--- config.mk ---
export PLATFORM = sky130hd
export DESIGN_NAME = vga_display_top
export DESIGN_NICKNAME = d
export VERILOG_FILES = /design/src/vga_display_pkg.sv /design/src/vga_display_top.sv /design/src/pixel_compositor.sv /design/src/display_config.sv /design/src/pixel_fifo.sv /design/src/vga_timing_gen.sv
export VERILOG_INCLUDE_DIRS = /design/src
export SDC_FILE = /design/constraint.sdc
export NUM_CORES = 1
export LEC_CHECK = 0
export ABC_CLOCK_PERIOD_IN_PS = 4950
export BUFFER_PORTS_ARGS = -buffer_cell sky130_fd_sc_hd__clkbuf_2
export CORE_UTILIZATION = 49
export CTS_BUF_LIST = sky130_fd_sc_hd__clkbuf_16
export DETAILED_ROUTE_END_ITERATION = 10
export GPL_TIMING_DRIVEN = 0
export PLACE_DENSITY = 0.66
export SLEW_MARGIN = 20
export SYNTH_ARGS = -nofsm -noshare
export SYNTH_HDL_FRONTEND = slang
export SYNTH_HIERARCHICAL = 1
export SYNTH_SLANG_ARGS = --single-unit
--- constraint.sdc ---
create_clock -name clk_vga -period 4.95 [get_ports clk_vga]
set_clock_uncertainty 0.05 [all_clocks]
set_input_delay 0.99 -clock clk_vga [delete_from_list [all_inputs] [get_ports clk_vga]]
set_output_delay 0.99 -clock clk_vga [all_outputs]
set_load 0.05 [all_outputs]
--- src/vga_display_macros.svh ---
`ifndef VGA_DISPLAY_MACROS_SVH
`define VGA_DISPLAY_MACROS_SVH

// Horizontal timing, in pixel clocks
`define H_ACTIVE 640
`define H_FRONT  16
`define H_SYNC   96
`define H_BACK   48
`define H_TOTAL  800

// Vertical timing, in lines
`define V_ACTIVE 480
`define V_FRONT  10
`define V_SYNC   2
`define V_BACK   33
`define V_TOTAL  525

// Camera window, upper bounds exclusive
`define WIN_X0 160
`define WIN_X1 480
`define WIN_Y0 120
`define WIN_Y1 360

// Pixel FIFO
`define FIFO_DEPTH 16

// Configuration register map
`define REG_MODE   2'd0
`define REG_THRESH 2'd1
`define REG_BORDER 2'd2

`define BORDER_RESET 24'h000080

`endif
--- src/vga_display_pkg.sv ---
package vga_display_pkg;

    // Camera word as delivered by the sensor, RGB565
    typedef struct packed {
        logic [4:0] r;
        logic [5:0] g;
        logic [4:0] b;
    } pixel565_t;

    // Colour as driven to the DAC
    typedef struct packed {
        logic [7:0] r;
        logic [7:0] g;
        logic [7:0] b;
    } rgb888_t;

    // One screen position with its sync state
    typedef struct packed {
        logic        hsync;
        logic        vsync;
        logic        video_on;
        logic [11:0] x;
        logic [11:0] y;
    } vga_timing_t;

    // Compositor controls
    typedef struct packed {
        logic       sobel_en;
        logic [7:0] threshold;
        rgb888_t    border;
    } display_cfg_t;

endpackage

--- src/vga_display_top.sv ---
module vga_display_top (
    input  logic                       clk_vga,
    input  logic                       rst_n,
    input  logic                       pix_valid,
    input  vga_display_pkg::pixel565_t pix_data,
    output logic                       credit,
    input  logic                       cfg_wr,
    input  logic [1:0]                 cfg_addr,
    input  logic [23:0]                cfg_wdata,
    output logic [7:0]                 vga_r,
    output logic [7:0]                 vga_g,
    output logic [7:0]                 vga_b,
    output logic                       hsync,
    output logic                       vsync,
    output logic                       blank_n,
    output logic [11:0]                pixel_x,
    output logic [11:0]                pixel_y
);

    vga_display_pkg::vga_timing_t  timing;
    vga_display_pkg::display_cfg_t cfg;
    vga_display_pkg::pixel565_t    head;
    vga_display_pkg::rgb888_t      rgb;
    logic                          empty;
    logic                          pop;

    vga_timing_gen u_timing (
        .clk_vga (clk_vga),
        .rst_n   (rst_n),
        .timing  (timing)
    );

    pixel_fifo u_fifo (
        .clk_vga   (clk_vga),
        .rst_n     (rst_n),
        .pix_valid (pix_valid),
        .pix_data  (pix_data),
        .pop       (pop),
        .head      (head),
        .empty     (empty),
        .credit    (credit)
    );

    display_config u_config (
        .clk_vga   (clk_vga),
        .rst_n     (rst_n),
        .cfg_wr    (cfg_wr),
        .cfg_addr  (cfg_addr),
        .cfg_wdata (cfg_wdata),
        .cfg       (cfg)
    );

    pixel_compositor u_compositor (
        .clk_vga (clk_vga),
        .rst_n   (rst_n),
        .timing  (timing),
        .cfg     (cfg),
        .head    (head),
        .empty   (empty),
        .pop     (pop),
        .rgb     (rgb),
        .hsync   (hsync),
        .vsync   (vsync),
        .blank_n (blank_n),
        .pixel_x (pixel_x),
        .pixel_y (pixel_y)
    );

    // DAC channels
    assign vga_r = rgb.r;
    assign vga_g = rgb.g;
    assign vga_b = rgb.b;

endmodule

--- src/pixel_compositor.sv ---
`include "vga_display_macros.svh"

module pixel_compositor (
    input  logic                          clk_vga,
    input  logic                          rst_n,
    input  vga_display_pkg::vga_timing_t  timing,
    input  vga_display_pkg::display_cfg_t cfg,
    input  vga_display_pkg::pixel565_t    head,
    input  logic                          empty,
    output logic                          pop,
    output vga_display_pkg::rgb888_t      rgb,
    output logic                          hsync,
    output logic                          vsync,
    output logic                          blank_n,
    output logic [11:0]                   pixel_x,
    output logic [11:0]                   pixel_y
);

    logic                     in_win;
    logic [15:0]              head_raw;
    vga_display_pkg::rgb888_t rgb_next;

    assign in_win = (timing.x >= 12'(`WIN_X0)) && (timing.x < 12'(`WIN_X1)) &&
                    (timing.y >= 12'(`WIN_Y0)) && (timing.y < 12'(`WIN_Y1));

    // Consume a word only for a visible window pixel with data ready
    assign pop = timing.video_on && in_win && !empty;

    assign head_raw = head;

    always_comb begin
        rgb_next = '0;
        if (!timing.video_on) begin
            rgb_next = '0;
        end else if (!in_win) begin
            rgb_next = cfg.border;
        end else if (empty) begin
            // FIFO ran dry, 16x16 red/green checkerboard
            if (timing.x[4] ^ timing.y[4]) begin
                rgb_next = '{r: 8'hff, g: 8'h00, b: 8'h00};
            end else begin
                rgb_next = '{r: 8'h00, g: 8'hff, b: 8'h00};
            end
        end else if (cfg.sobel_en) begin
            // Low byte carries the gradient magnitude
            if (head_raw[7:0] >= cfg.threshold) begin
                rgb_next = '{r: 8'hff, g: 8'hff, b: 8'hff};
            end else begin
                rgb_next = '0;
            end
        end else begin
            // Widen by replicating the top bits into the low bits
            rgb_next.r = {head.r, head.r[4:2]};
            rgb_next.g = {head.g, head.g[5:4]};
            rgb_next.b = {head.b, head.b[4:2]};
        end
    end

    // Output stage keeps colour, syncs and coordinates on the same beat
    always_ff @(posedge clk_vga or negedge rst_n) begin
        if (!rst_n) begin
            rgb     <= '0;
            hsync   <= 1'b1;
            vsync   <= 1'b1;
            blank_n <= 1'b0;
            pixel_x <= '0;
            pixel_y <= '0;
        end else begin
            rgb     <= rgb_next;
            hsync   <= timing.hsync;
            vsync   <= timing.vsync;
            blank_n <= timing.video_on;
            pixel_x <= timing.x;
            pixel_y <= timing.y;
        end
    end

endmodule

--- src/display_config.sv ---
`include "vga_display_macros.svh"

module display_config (
    input  logic                         clk_vga,
    input  logic                         rst_n,
    input  logic                         cfg_wr,
    input  logic [1:0]                   cfg_addr,
    input  logic [23:0]                  cfg_wdata,
    output vga_display_pkg::display_cfg_t cfg
);

    always_ff @(posedge clk_vga or negedge rst_n) begin
        if (!rst_n) begin
            cfg.sobel_en  <= 1'b0;
            cfg.threshold <= 8'h80;
            cfg.border    <= vga_display_pkg::rgb888_t'(`BORDER_RESET);
        end else if (cfg_wr) begin
            case (cfg_addr)
                `REG_MODE: begin
                    cfg.sobel_en <= cfg_wdata[0];
                end
                `REG_THRESH: begin
                    cfg.threshold <= cfg_wdata[7:0];
                end
                `REG_BORDER: begin
                    cfg.border <= vga_display_pkg::rgb888_t'(cfg_wdata);
                end
                default: begin
                    // Unmapped address, write dropped
                    cfg <= cfg;
                end
            endcase
        end
    end

    // The bus master must present a valid address with every write
    assert property (@(posedge clk_vga) disable iff (!rst_n)
        cfg_wr |-> !$isunknown(cfg_addr));

endmodule

--- src/pixel_fifo.sv ---
`include "vga_display_macros.svh"

module pixel_fifo (
    input  logic                      clk_vga,
    input  logic                      rst_n,
    input  logic                      pix_valid,
    input  vga_display_pkg::pixel565_t pix_data,
    input  logic                      pop,
    output vga_display_pkg::pixel565_t head,
    output logic                      empty,
    output logic                      credit
);

    localparam int AW = $clog2(`FIFO_DEPTH);
    localparam int CW = $clog2(`FIFO_DEPTH + 1);

    vga_display_pkg::pixel565_t mem [`FIFO_DEPTH];

    logic [AW-1:0] wr_ptr;
    logic [AW-1:0] rd_ptr;
    logic [CW-1:0] count;
    logic          full;
    logic          wr_en;
    logic          rd_en;

    assign full  = (count == CW'(`FIFO_DEPTH));
    assign empty = (count == '0);
    assign wr_en = pix_valid && !full;
    assign rd_en = pop && !empty;

    // Oldest word falls through to the output
    assign head = mem[rd_ptr];

    always_ff @(posedge clk_vga) begin
        if (wr_en) begin
            mem[wr_ptr] <= pix_data;
        end
    end

    always_ff @(posedge clk_vga or negedge rst_n) begin
        if (!rst_n) begin
            wr_ptr <= '0;
            rd_ptr <= '0;
            count  <= '0;
            credit <= 1'b0;
        end else begin
            // Hand one credit back to the producer per consumed word
            credit <= rd_en;
            if (wr_en) begin
                wr_ptr <= (wr_ptr == AW'(`FIFO_DEPTH - 1)) ? '0 : wr_ptr + 1'b1;
            end
            if (rd_en) begin
                rd_ptr <= (rd_ptr == AW'(`FIFO_DEPTH - 1)) ? '0 : rd_ptr + 1'b1;
            end
            case ({wr_en, rd_en})
                2'b10:   count <= count + 1'b1;
                2'b01:   count <= count - 1'b1;
                default: count <= count;
            endcase
        end
    end

    // Producer must stay within its credits
    assert property (@(posedge clk_vga) disable iff (!rst_n) pix_valid |-> !full);

    // Compositor may only consume a word that is there
    assert property (@(posedge clk_vga) disable iff (!rst_n) pop |-> !empty);

endmodule

--- src/vga_timing_gen.sv ---
`include "vga_display_macros.svh"

module vga_timing_gen (
    input  logic                        clk_vga,
    input  logic                        rst_n,
    output vga_display_pkg::vga_timing_t timing
);

    logic [11:0] h_cnt;
    logic [11:0] v_cnt;
    logic        h_end;
    logic        v_end;

    vga_display_pkg::vga_timing_t timing_next;

    assign h_end = (h_cnt == 12'(`H_TOTAL - 1));
    assign v_end = (v_cnt == 12'(`V_TOTAL - 1));

    // Free-running line and frame counters
    always_ff @(posedge clk_vga or negedge rst_n) begin
        if (!rst_n) begin
            h_cnt <= '0;
            v_cnt <= '0;
        end else begin
            if (h_end) begin
                h_cnt <= '0;
                if (v_end) begin
                    v_cnt <= '0;
                end else begin
                    v_cnt <= v_cnt + 12'd1;
                end
            end else begin
                h_cnt <= h_cnt + 12'd1;
            end
        end
    end

    // Sync pulses are active low, placed after the front porch
    always_comb begin
        timing_next.hsync    = !((h_cnt >= 12'(`H_ACTIVE + `H_FRONT)) &&
                                 (h_cnt <  12'(`H_ACTIVE + `H_FRONT + `H_SYNC)));
        timing_next.vsync    = !((v_cnt >= 12'(`V_ACTIVE + `V_FRONT)) &&
                                 (v_cnt <  12'(`V_ACTIVE + `V_FRONT + `V_SYNC)));
        timing_next.video_on = (h_cnt < 12'(`H_ACTIVE)) && (v_cnt < 12'(`V_ACTIVE));
        timing_next.x        = h_cnt;
        timing_next.y        = v_cnt;
    end

    always_ff @(posedge clk_vga or negedge rst_n) begin
        if (!rst_n) begin
            timing.hsync    <= 1'b1;
            timing.vsync    <= 1'b1;
            timing.video_on <= 1'b0;
            timing.x        <= '0;
            timing.y        <= '0;
        end else begin
            timing <= timing_next;
        end
    end

endmodule

==> results.sh, run 1 <==
export IMPL_drive_above_1_share_pct=29.9
export IMPL_crit_arrival_ns=4.34
export IMPL_tns_ns=0
export IMPL_finalSetupViolCount=0
export IMPL_min_delay_start="u_timing/timing[0]"
export IMPL_syn_inst=921
export IMPL_ios=98
export IMPL_min_path_cells=0
export IMPL_yosys_area_top_type="edfxtp_1"
export IMPL_core_area_mm2=0.0319
export IMPL_synth_distinct_cells=68
export IMPL_leakage_nw=7.13
export IMPL_clkTransAtPathRegs_ns=0.06
export IMPL_grt_pass1_wl_um=51900
export IMPL_post_route_min_period_ns=3.97
export IMPL_cts_buffers=43
export IMPL_post_cts_buffers=0
export IMPL_cts_tree="yes"
export IMPL_antenna_found_initial=0
export IMPL_cts_root_buf="clkbuf_16"
export IMPL_slew_headroom_pct=39.2
export IMPL_async_flop_share_pct=36.8
export IMPL_cts_sinks=405
export IMPL_die_h_um=183
export IMPL_worst_setup_path_type="reg -> reg"
export IMPL_synth_flop_cell="edfxtp_1"
export IMPL_drv_cap=0
export IMPL_viasPerCell=5.67
export IMPL_cts_hold_buf=0
export IMPL_synth_top_area_share_pct=47.9
export IMPL_cts_htree_levels=2
export IMPL_drcViolationCount=0
export IMPL_worstPathRequired_ns=5.32
export IMPL_start_util_pct=50.4
export IMPL_ys_warnings_count=6
export IMPL_grt_overflow_total=0
export IMPL_num_vias=8766
export IMPL_p_sw_mw=2.02
export IMPL_final_common_cell="edfxtp_1"
export IMPL_swShare_pct=24.9
export IMPL_rsz0062_at_grt="false"
export IMPL_wire_per_inst_um=22.0
export IMPL_p_comb_share_pct=12.2
export IMPL_syn_area_per_cell_um2=17.4
export IMPL_start_kind="register"
export IMPL_fp_row_count=65
export IMPL_drt_iter0_drc=736
export IMPL_critical_path_endpoint_type="register"
export IMPL_maxSlewViolCount=0
export IMPL_p_per_area_mw_per_mm2=432
export IMPL_first_pass_iters=5
export IMPL_drt_wl_total_um=34000
export IMPL_fin_crit_sh_pct=80.2
export IMPL_fmax_mhz=252
export IMPL_crit_reg2reg_launch="u_fifo/rd_ptr[3]"
export IMPL_syn_num_nets=990
export IMPL_ys_seq_area_share_pct=71.2
export IMPL_io_buffer_count=97
export IMPL_diodes=0
export IMPL_dpl_hpwl_um=22700
export IMPL_layout_nets=1149
export IMPL_crit_fanout=10
export IMPL_insertion_delay_ns=0.54
export IMPL_r2r_cells=12
export IMPL_clock_path_buffers=3
export IMPL_gp_congestion=0.814
export IMPL_grt_usage_pct=20.9
export IMPL_hold_path_class="reg -> reg"
export IMPL_clkPwrFrac_pct=38.1
export IMPL_finalHoldViolCount=0
export IMPL_tightest_slew_ns=0.912
export IMPL_synthToLayoutAreaGrowth_pct=16.8
export IMPL_vdd_drop_max_mv=0.336
export IMPL_p_int_mw=6.08
export IMPL_cts_resized=0
export IMPL_synth_edf_count=256
export IMPL_fin_total_pwr_mw=8.10
export IMPL_synth_seq_cells=405
export IMPL_synth_area_mm2=0.0161
export IMPL_dieArea_mm2=0.0335
export IMPL_drtAntennaViolNets=0
export IMPL_status="finished, final reports clean"
export IMPL_grt_pass1_vias=8743
export IMPL_ys_top_cells_by_area="edfxtp_1, dfrtp_1, mux4_2"
export IMPL_grt_max_degree=98
export IMPL_final_cell_mix="edfxtp_1, dfrtp_1, clkbuf_2"
export IMPL_die_w_um=183
export IMPL_p_seq_share_pct=49.7
export IMPL_crit_start="u_fifo/rd_ptr[3]"
[path summary, 6_finish.rpt]
kind,endpoint,slack [ns]
min,u_compositor/pixel_y[0],0.30
max in group asynchronous,u_compositor/hsync,3.68
min in group asynchronous,u_config/cfg[17],0.36
max,u_compositor/rgb[23],0.98
min reg2reg,u_compositor/pixel_y[0],0.30
max reg2reg,u_compositor/rgb[23],0.98
[cell type report]
cell class,instances,area [µm²]
Fill cell,2442,13100
Sequential cell,405,11400
Multi-Input combinational cell,451,4340
Clock buffer,45,1130
Timing Repair Buffer,114,709
Tap cell,435,544
Buffer,45,289
Clock inverter,31,255
Inverter,20,75.1
[through the flow]
step                      hold slack [ns]  setup slack, ns  area, µm²  utilization [%]  cells
final                               0.298            0.981      18800             58.8   1546
after global routing                0.306            0.810      18800             58.8   1546
after CTS                           0.300            0.998      18800             58.8   1546
after detailed placement            0.286             1.01      17400             54.5   1470
after global placement              0.281            0.385      17100             53.6   1453
after floorplan                     0.281             1.83      16100                -    921
[logic make-up (layout without fill, tap and decap cells)]
group	after synthesis	after routing	share of synthesized area, %
fa+ha+maj	23	23	1.84
simple gates	139	139	4.86
xor+xnor	21	21	1.15
buf+inv	65	255	2.27
compound gates	134	134	5.78
mux	134	134	13.0
flops	405	405	71.2
[cell usage after synthesis, drive strengths merged (6+ instances only)]
cell type / n
nor2: 34
inv: 20
mux4: 48
dfstp: 6
a21oi: 7
mux2i: 50
o21a: 11
o21ai: 45
mux2: 36
a31oi: 8
or3: 8
nand3: 16
xor2: 8
nand2: 28
nand4: 7
a32oi: 16
xnor2: 13
a22oi: 16
edfxtp: 256
dfrtp: 143
buf: 29
nor3: 12
clkbuf: 16
o22ai: 8
o211ai: 6
ha: 22
[metal layers]
layer	track usage [%]	vias to the layer above	share of wire, %
li1	-	3897	-
met2	31.6	328	46
met5	0	-	0
met1	30.8	4474	45
met4	6.60	0	2.6
met3	4.07	67	6.7
[registers in the layout, summed over array words and instances, names as in the netlist]
signal                count
u_fifo/mem              256
u_config/cfg             33
u_timing/timing          27
u_compositor/rgb         24
u_compositor/pixel_x     12
u_compositor/pixel_y     12
u_timing/h_cnt           12
u_timing/v_cnt           12
u_fifo/count              5
u_fifo/rd_ptr             4
u_fifo/wr_ptr             4
u_compositor/blank_n      1
u_compositor/hsync        1
u_compositor/vsync        1
u_fifo/credit             1
[critical path, stage by stage (launching register included)]
cell and delay (ns):
dfrtp_1 0.36, clkbuf_1 0.28, nor2_1 0.50, clkbuf_1 0.69
a32oi_1 0.16, o21ai_1 0.30, ha_1 0.32, and3_1 0.16
a221oi_1 0.29, o31a_1 0.25, buf_6 0.15, o21ai_0 0.17
o21a_1 0.16
[power by group through the flow]
stage	Combinational (mW)	Sequential, mW	Clock [mW]
floorplan	0.497	4.20	0
global placement	0.894	4.09	0
detailed placement	0.994	4.09	0
CTS	0.998	4.03	3.15
global route	1.07	4.05	3.30
finish	0.992	4.03	3.08
(Power assumes the default switching activity.)
==> run 2: changes to the inputs <==
- ABC_CLOCK_PERIOD_IN_PS: 4950 -> 4000
- clock period: 4.95 -> 4 ns (I/O delays scaled with it)
==> results.sh, run 2 (synthesis results as in run 1) <==
export IMPL_start_util_pct=50.4
export IMPL_drt_iter0_drc=731
export IMPL_final_cell_mix="edfxtp_1, dfrtp_1, clkbuf_2"
export IMPL_die_h_um=183
export IMPL_critical_path_endpoint_type="register"
export IMPL_cts_sinks=405
export IMPL_place_worst_setup_slack_ns=0.0621
export IMPL_crit_arrival_ns=4.16
export IMPL_critical_path_buf_inv_count=3
export IMPL_maxSlewViolCount=0
export IMPL_cpMaxStageDelayCell="clkbuf_2"
export IMPL_grt_pass1_vias=8743
export IMPL_p_per_area_mw_per_mm2=534
export IMPL_insertion_delay_ns=0.54
export IMPL_grt_overflow_total=0
export IMPL_vdd_drop_max_mv=0.414
export IMPL_viasPerCell=5.68
export IMPL_grt_max_degree=98
export IMPL_finalSetupViolCount=0
export IMPL_layout_nets=1148
export IMPL_finalHoldViolCount=0
export IMPL_dpl_hpwl_um=22700
export IMPL_top_regs="u_fifo/mem: 256 flops, u_config/cfg: 33 flops, u_timing/timing: 27 flops"
export IMPL_post_cts_buffers=0
export IMPL_leakage_nw=7.13
export IMPL_final_common_cell="edfxtp_1"
export IMPL_largest_register="u_fifo/mem"
export IMPL_placed_area_mm2=0.0174
export IMPL_drive_above_1_share_pct=30.1
export IMPL_cts_htree_levels=2
export IMPL_reg2reg_slack_ns=0.25
export IMPL_slew_headroom_pct=43.2
export IMPL_antenna_found_initial=0
export IMPL_diodes=0
export IMPL_whs_ns=0.176
export IMPL_io_buffer_count=97
export IMPL_final_cell_area_mm2=0.0188
export IMPL_grt_pass1_wl_um=51900
export IMPL_drcViolationCount=0
export IMPL_largest_register_ffs=256
export IMPL_cts_buffers=43
export IMPL_core_area_mm2=0.0319
export IMPL_drt_wl_total_um=33900
export IMPL_setup_slack_ns=0.251
export IMPL_crit_chain="buf_4, clkbuf_2, mux4_1, a32oi_1, o21ai_1, ha_1, and3_1, nand2_1, o31a_1, buf_6, or3_1, a31oi_1"
export IMPL_gp_congestion=0.814
export IMPL_rsz0062_at_grt="false"
export IMPL_first_pass_iters=7
export IMPL_multiInputGateArea_mm2=0.00434
export IMPL_num_vias=8779
export IMPL_start_kind="register"
export IMPL_cts_root_buf="clkbuf_16"
export IMPL_cts_tree="yes"
export IMPL_worstPathRequired_ns=4.41
export IMPL_ios=98
export IMPL_register_area_mm2=0.0114
export IMPL_drv_cap=0
export IMPL_dieArea_mm2=0.0335
export IMPL_crit_fanout=19
export IMPL_worst_setup_path_type="reg -> reg"
export IMPL_clock_path_buffers=3
export IMPL_wire_per_inst_um=22.0
export IMPL_tightest_slew_ns=0.852
export IMPL_path_delay_family="compound AO/OA/AOI/OAI gates"
export IMPL_fin_crit_sh_pct=93.7
export IMPL_die_w_um=183
export IMPL_drtAntennaViolNets=0
export IMPL_status="finished, final reports clean"
export IMPL_max_stage_delay_ns=0.44
export IMPL_hold_path_class="in -> async"
export IMPL_nFillCells=2442
export IMPL_fp_row_count=65
export IMPL_clkTransAtPathRegs_ns=0.06
export IMPL_fmax_mhz=267
export IMPL_post_route_min_period_ns=3.75
export IMPL_grt_usage_pct=20.9
export IMPL_synthToLayoutAreaGrowth_pct=16.8
-- run 2: worst paths after layout --
| kind | start | cells after the start | end |
|---|---|---|---|
| max in group asynchronous | rst_n | 2 | u_compositor/hsync |
| min | rst_n | 1 | u_config/cfg[17] |
| min in group clk_vga | u_timing/timing[0] | 0 | u_compositor/pixel_y[0] |
| max reg2reg | u_fifo/rd_ptr[1] | 12 | u_compositor/rgb[11] |
| min reg2reg | u_timing/timing[0] | 0 | u_compositor/pixel_y[0] |
| max | u_fifo/rd_ptr[1] | 12 | u_compositor/rgb[11] |
-- run 2: layer usage --
metal	wire [µm]	track usage, %	vias to the layer above
met3	2180	4.07	71
li1	-	-	3902
met5	0	0	-
met1	15500	30.8	4506
met4	849	6.60	0
met2	15300	31.6	300
-- run 2: report_power, final --
part	leakage, nW	switching, mW	internal (mW)
combinational	2.24	0.788	0.436
clock	0.712	1.58	2.24
sequential	4.18	0.131	4.85
-- run 2: final cells by class --
type	instances	share of cell area [%]
multi-input combinational	451	23.1
buffer	44	1.53
tap	435	2.90
sequential	405	60.9
clock buffer	45	6.00
clock inverter	31	1.36
inverter	20	0.400
timing repair buffer	114	3.78
-- run 2: metrics by stage --
step / util (%) / total power [mW] / cells / setup TNS (ns)
detailed placement: 54.5 / 6.29 / 1470 / 0
finish: 58.8 / 10.0 / 1545 / 0
global placement: 53.6 / 6.17 / 1453 / -64.70
floorplan: - / 5.81 / 921 / 0
global route: 58.8 / 10.4 / 1545 / 0
CTS: 58.8 / 10.1 / 1546 / 0
-- run 2: timing repair --
item / CTS / global route
gates resized for setup: 0 / 5
hold buffers: 0 / 0
setup endpoints to repair: 0 / 24
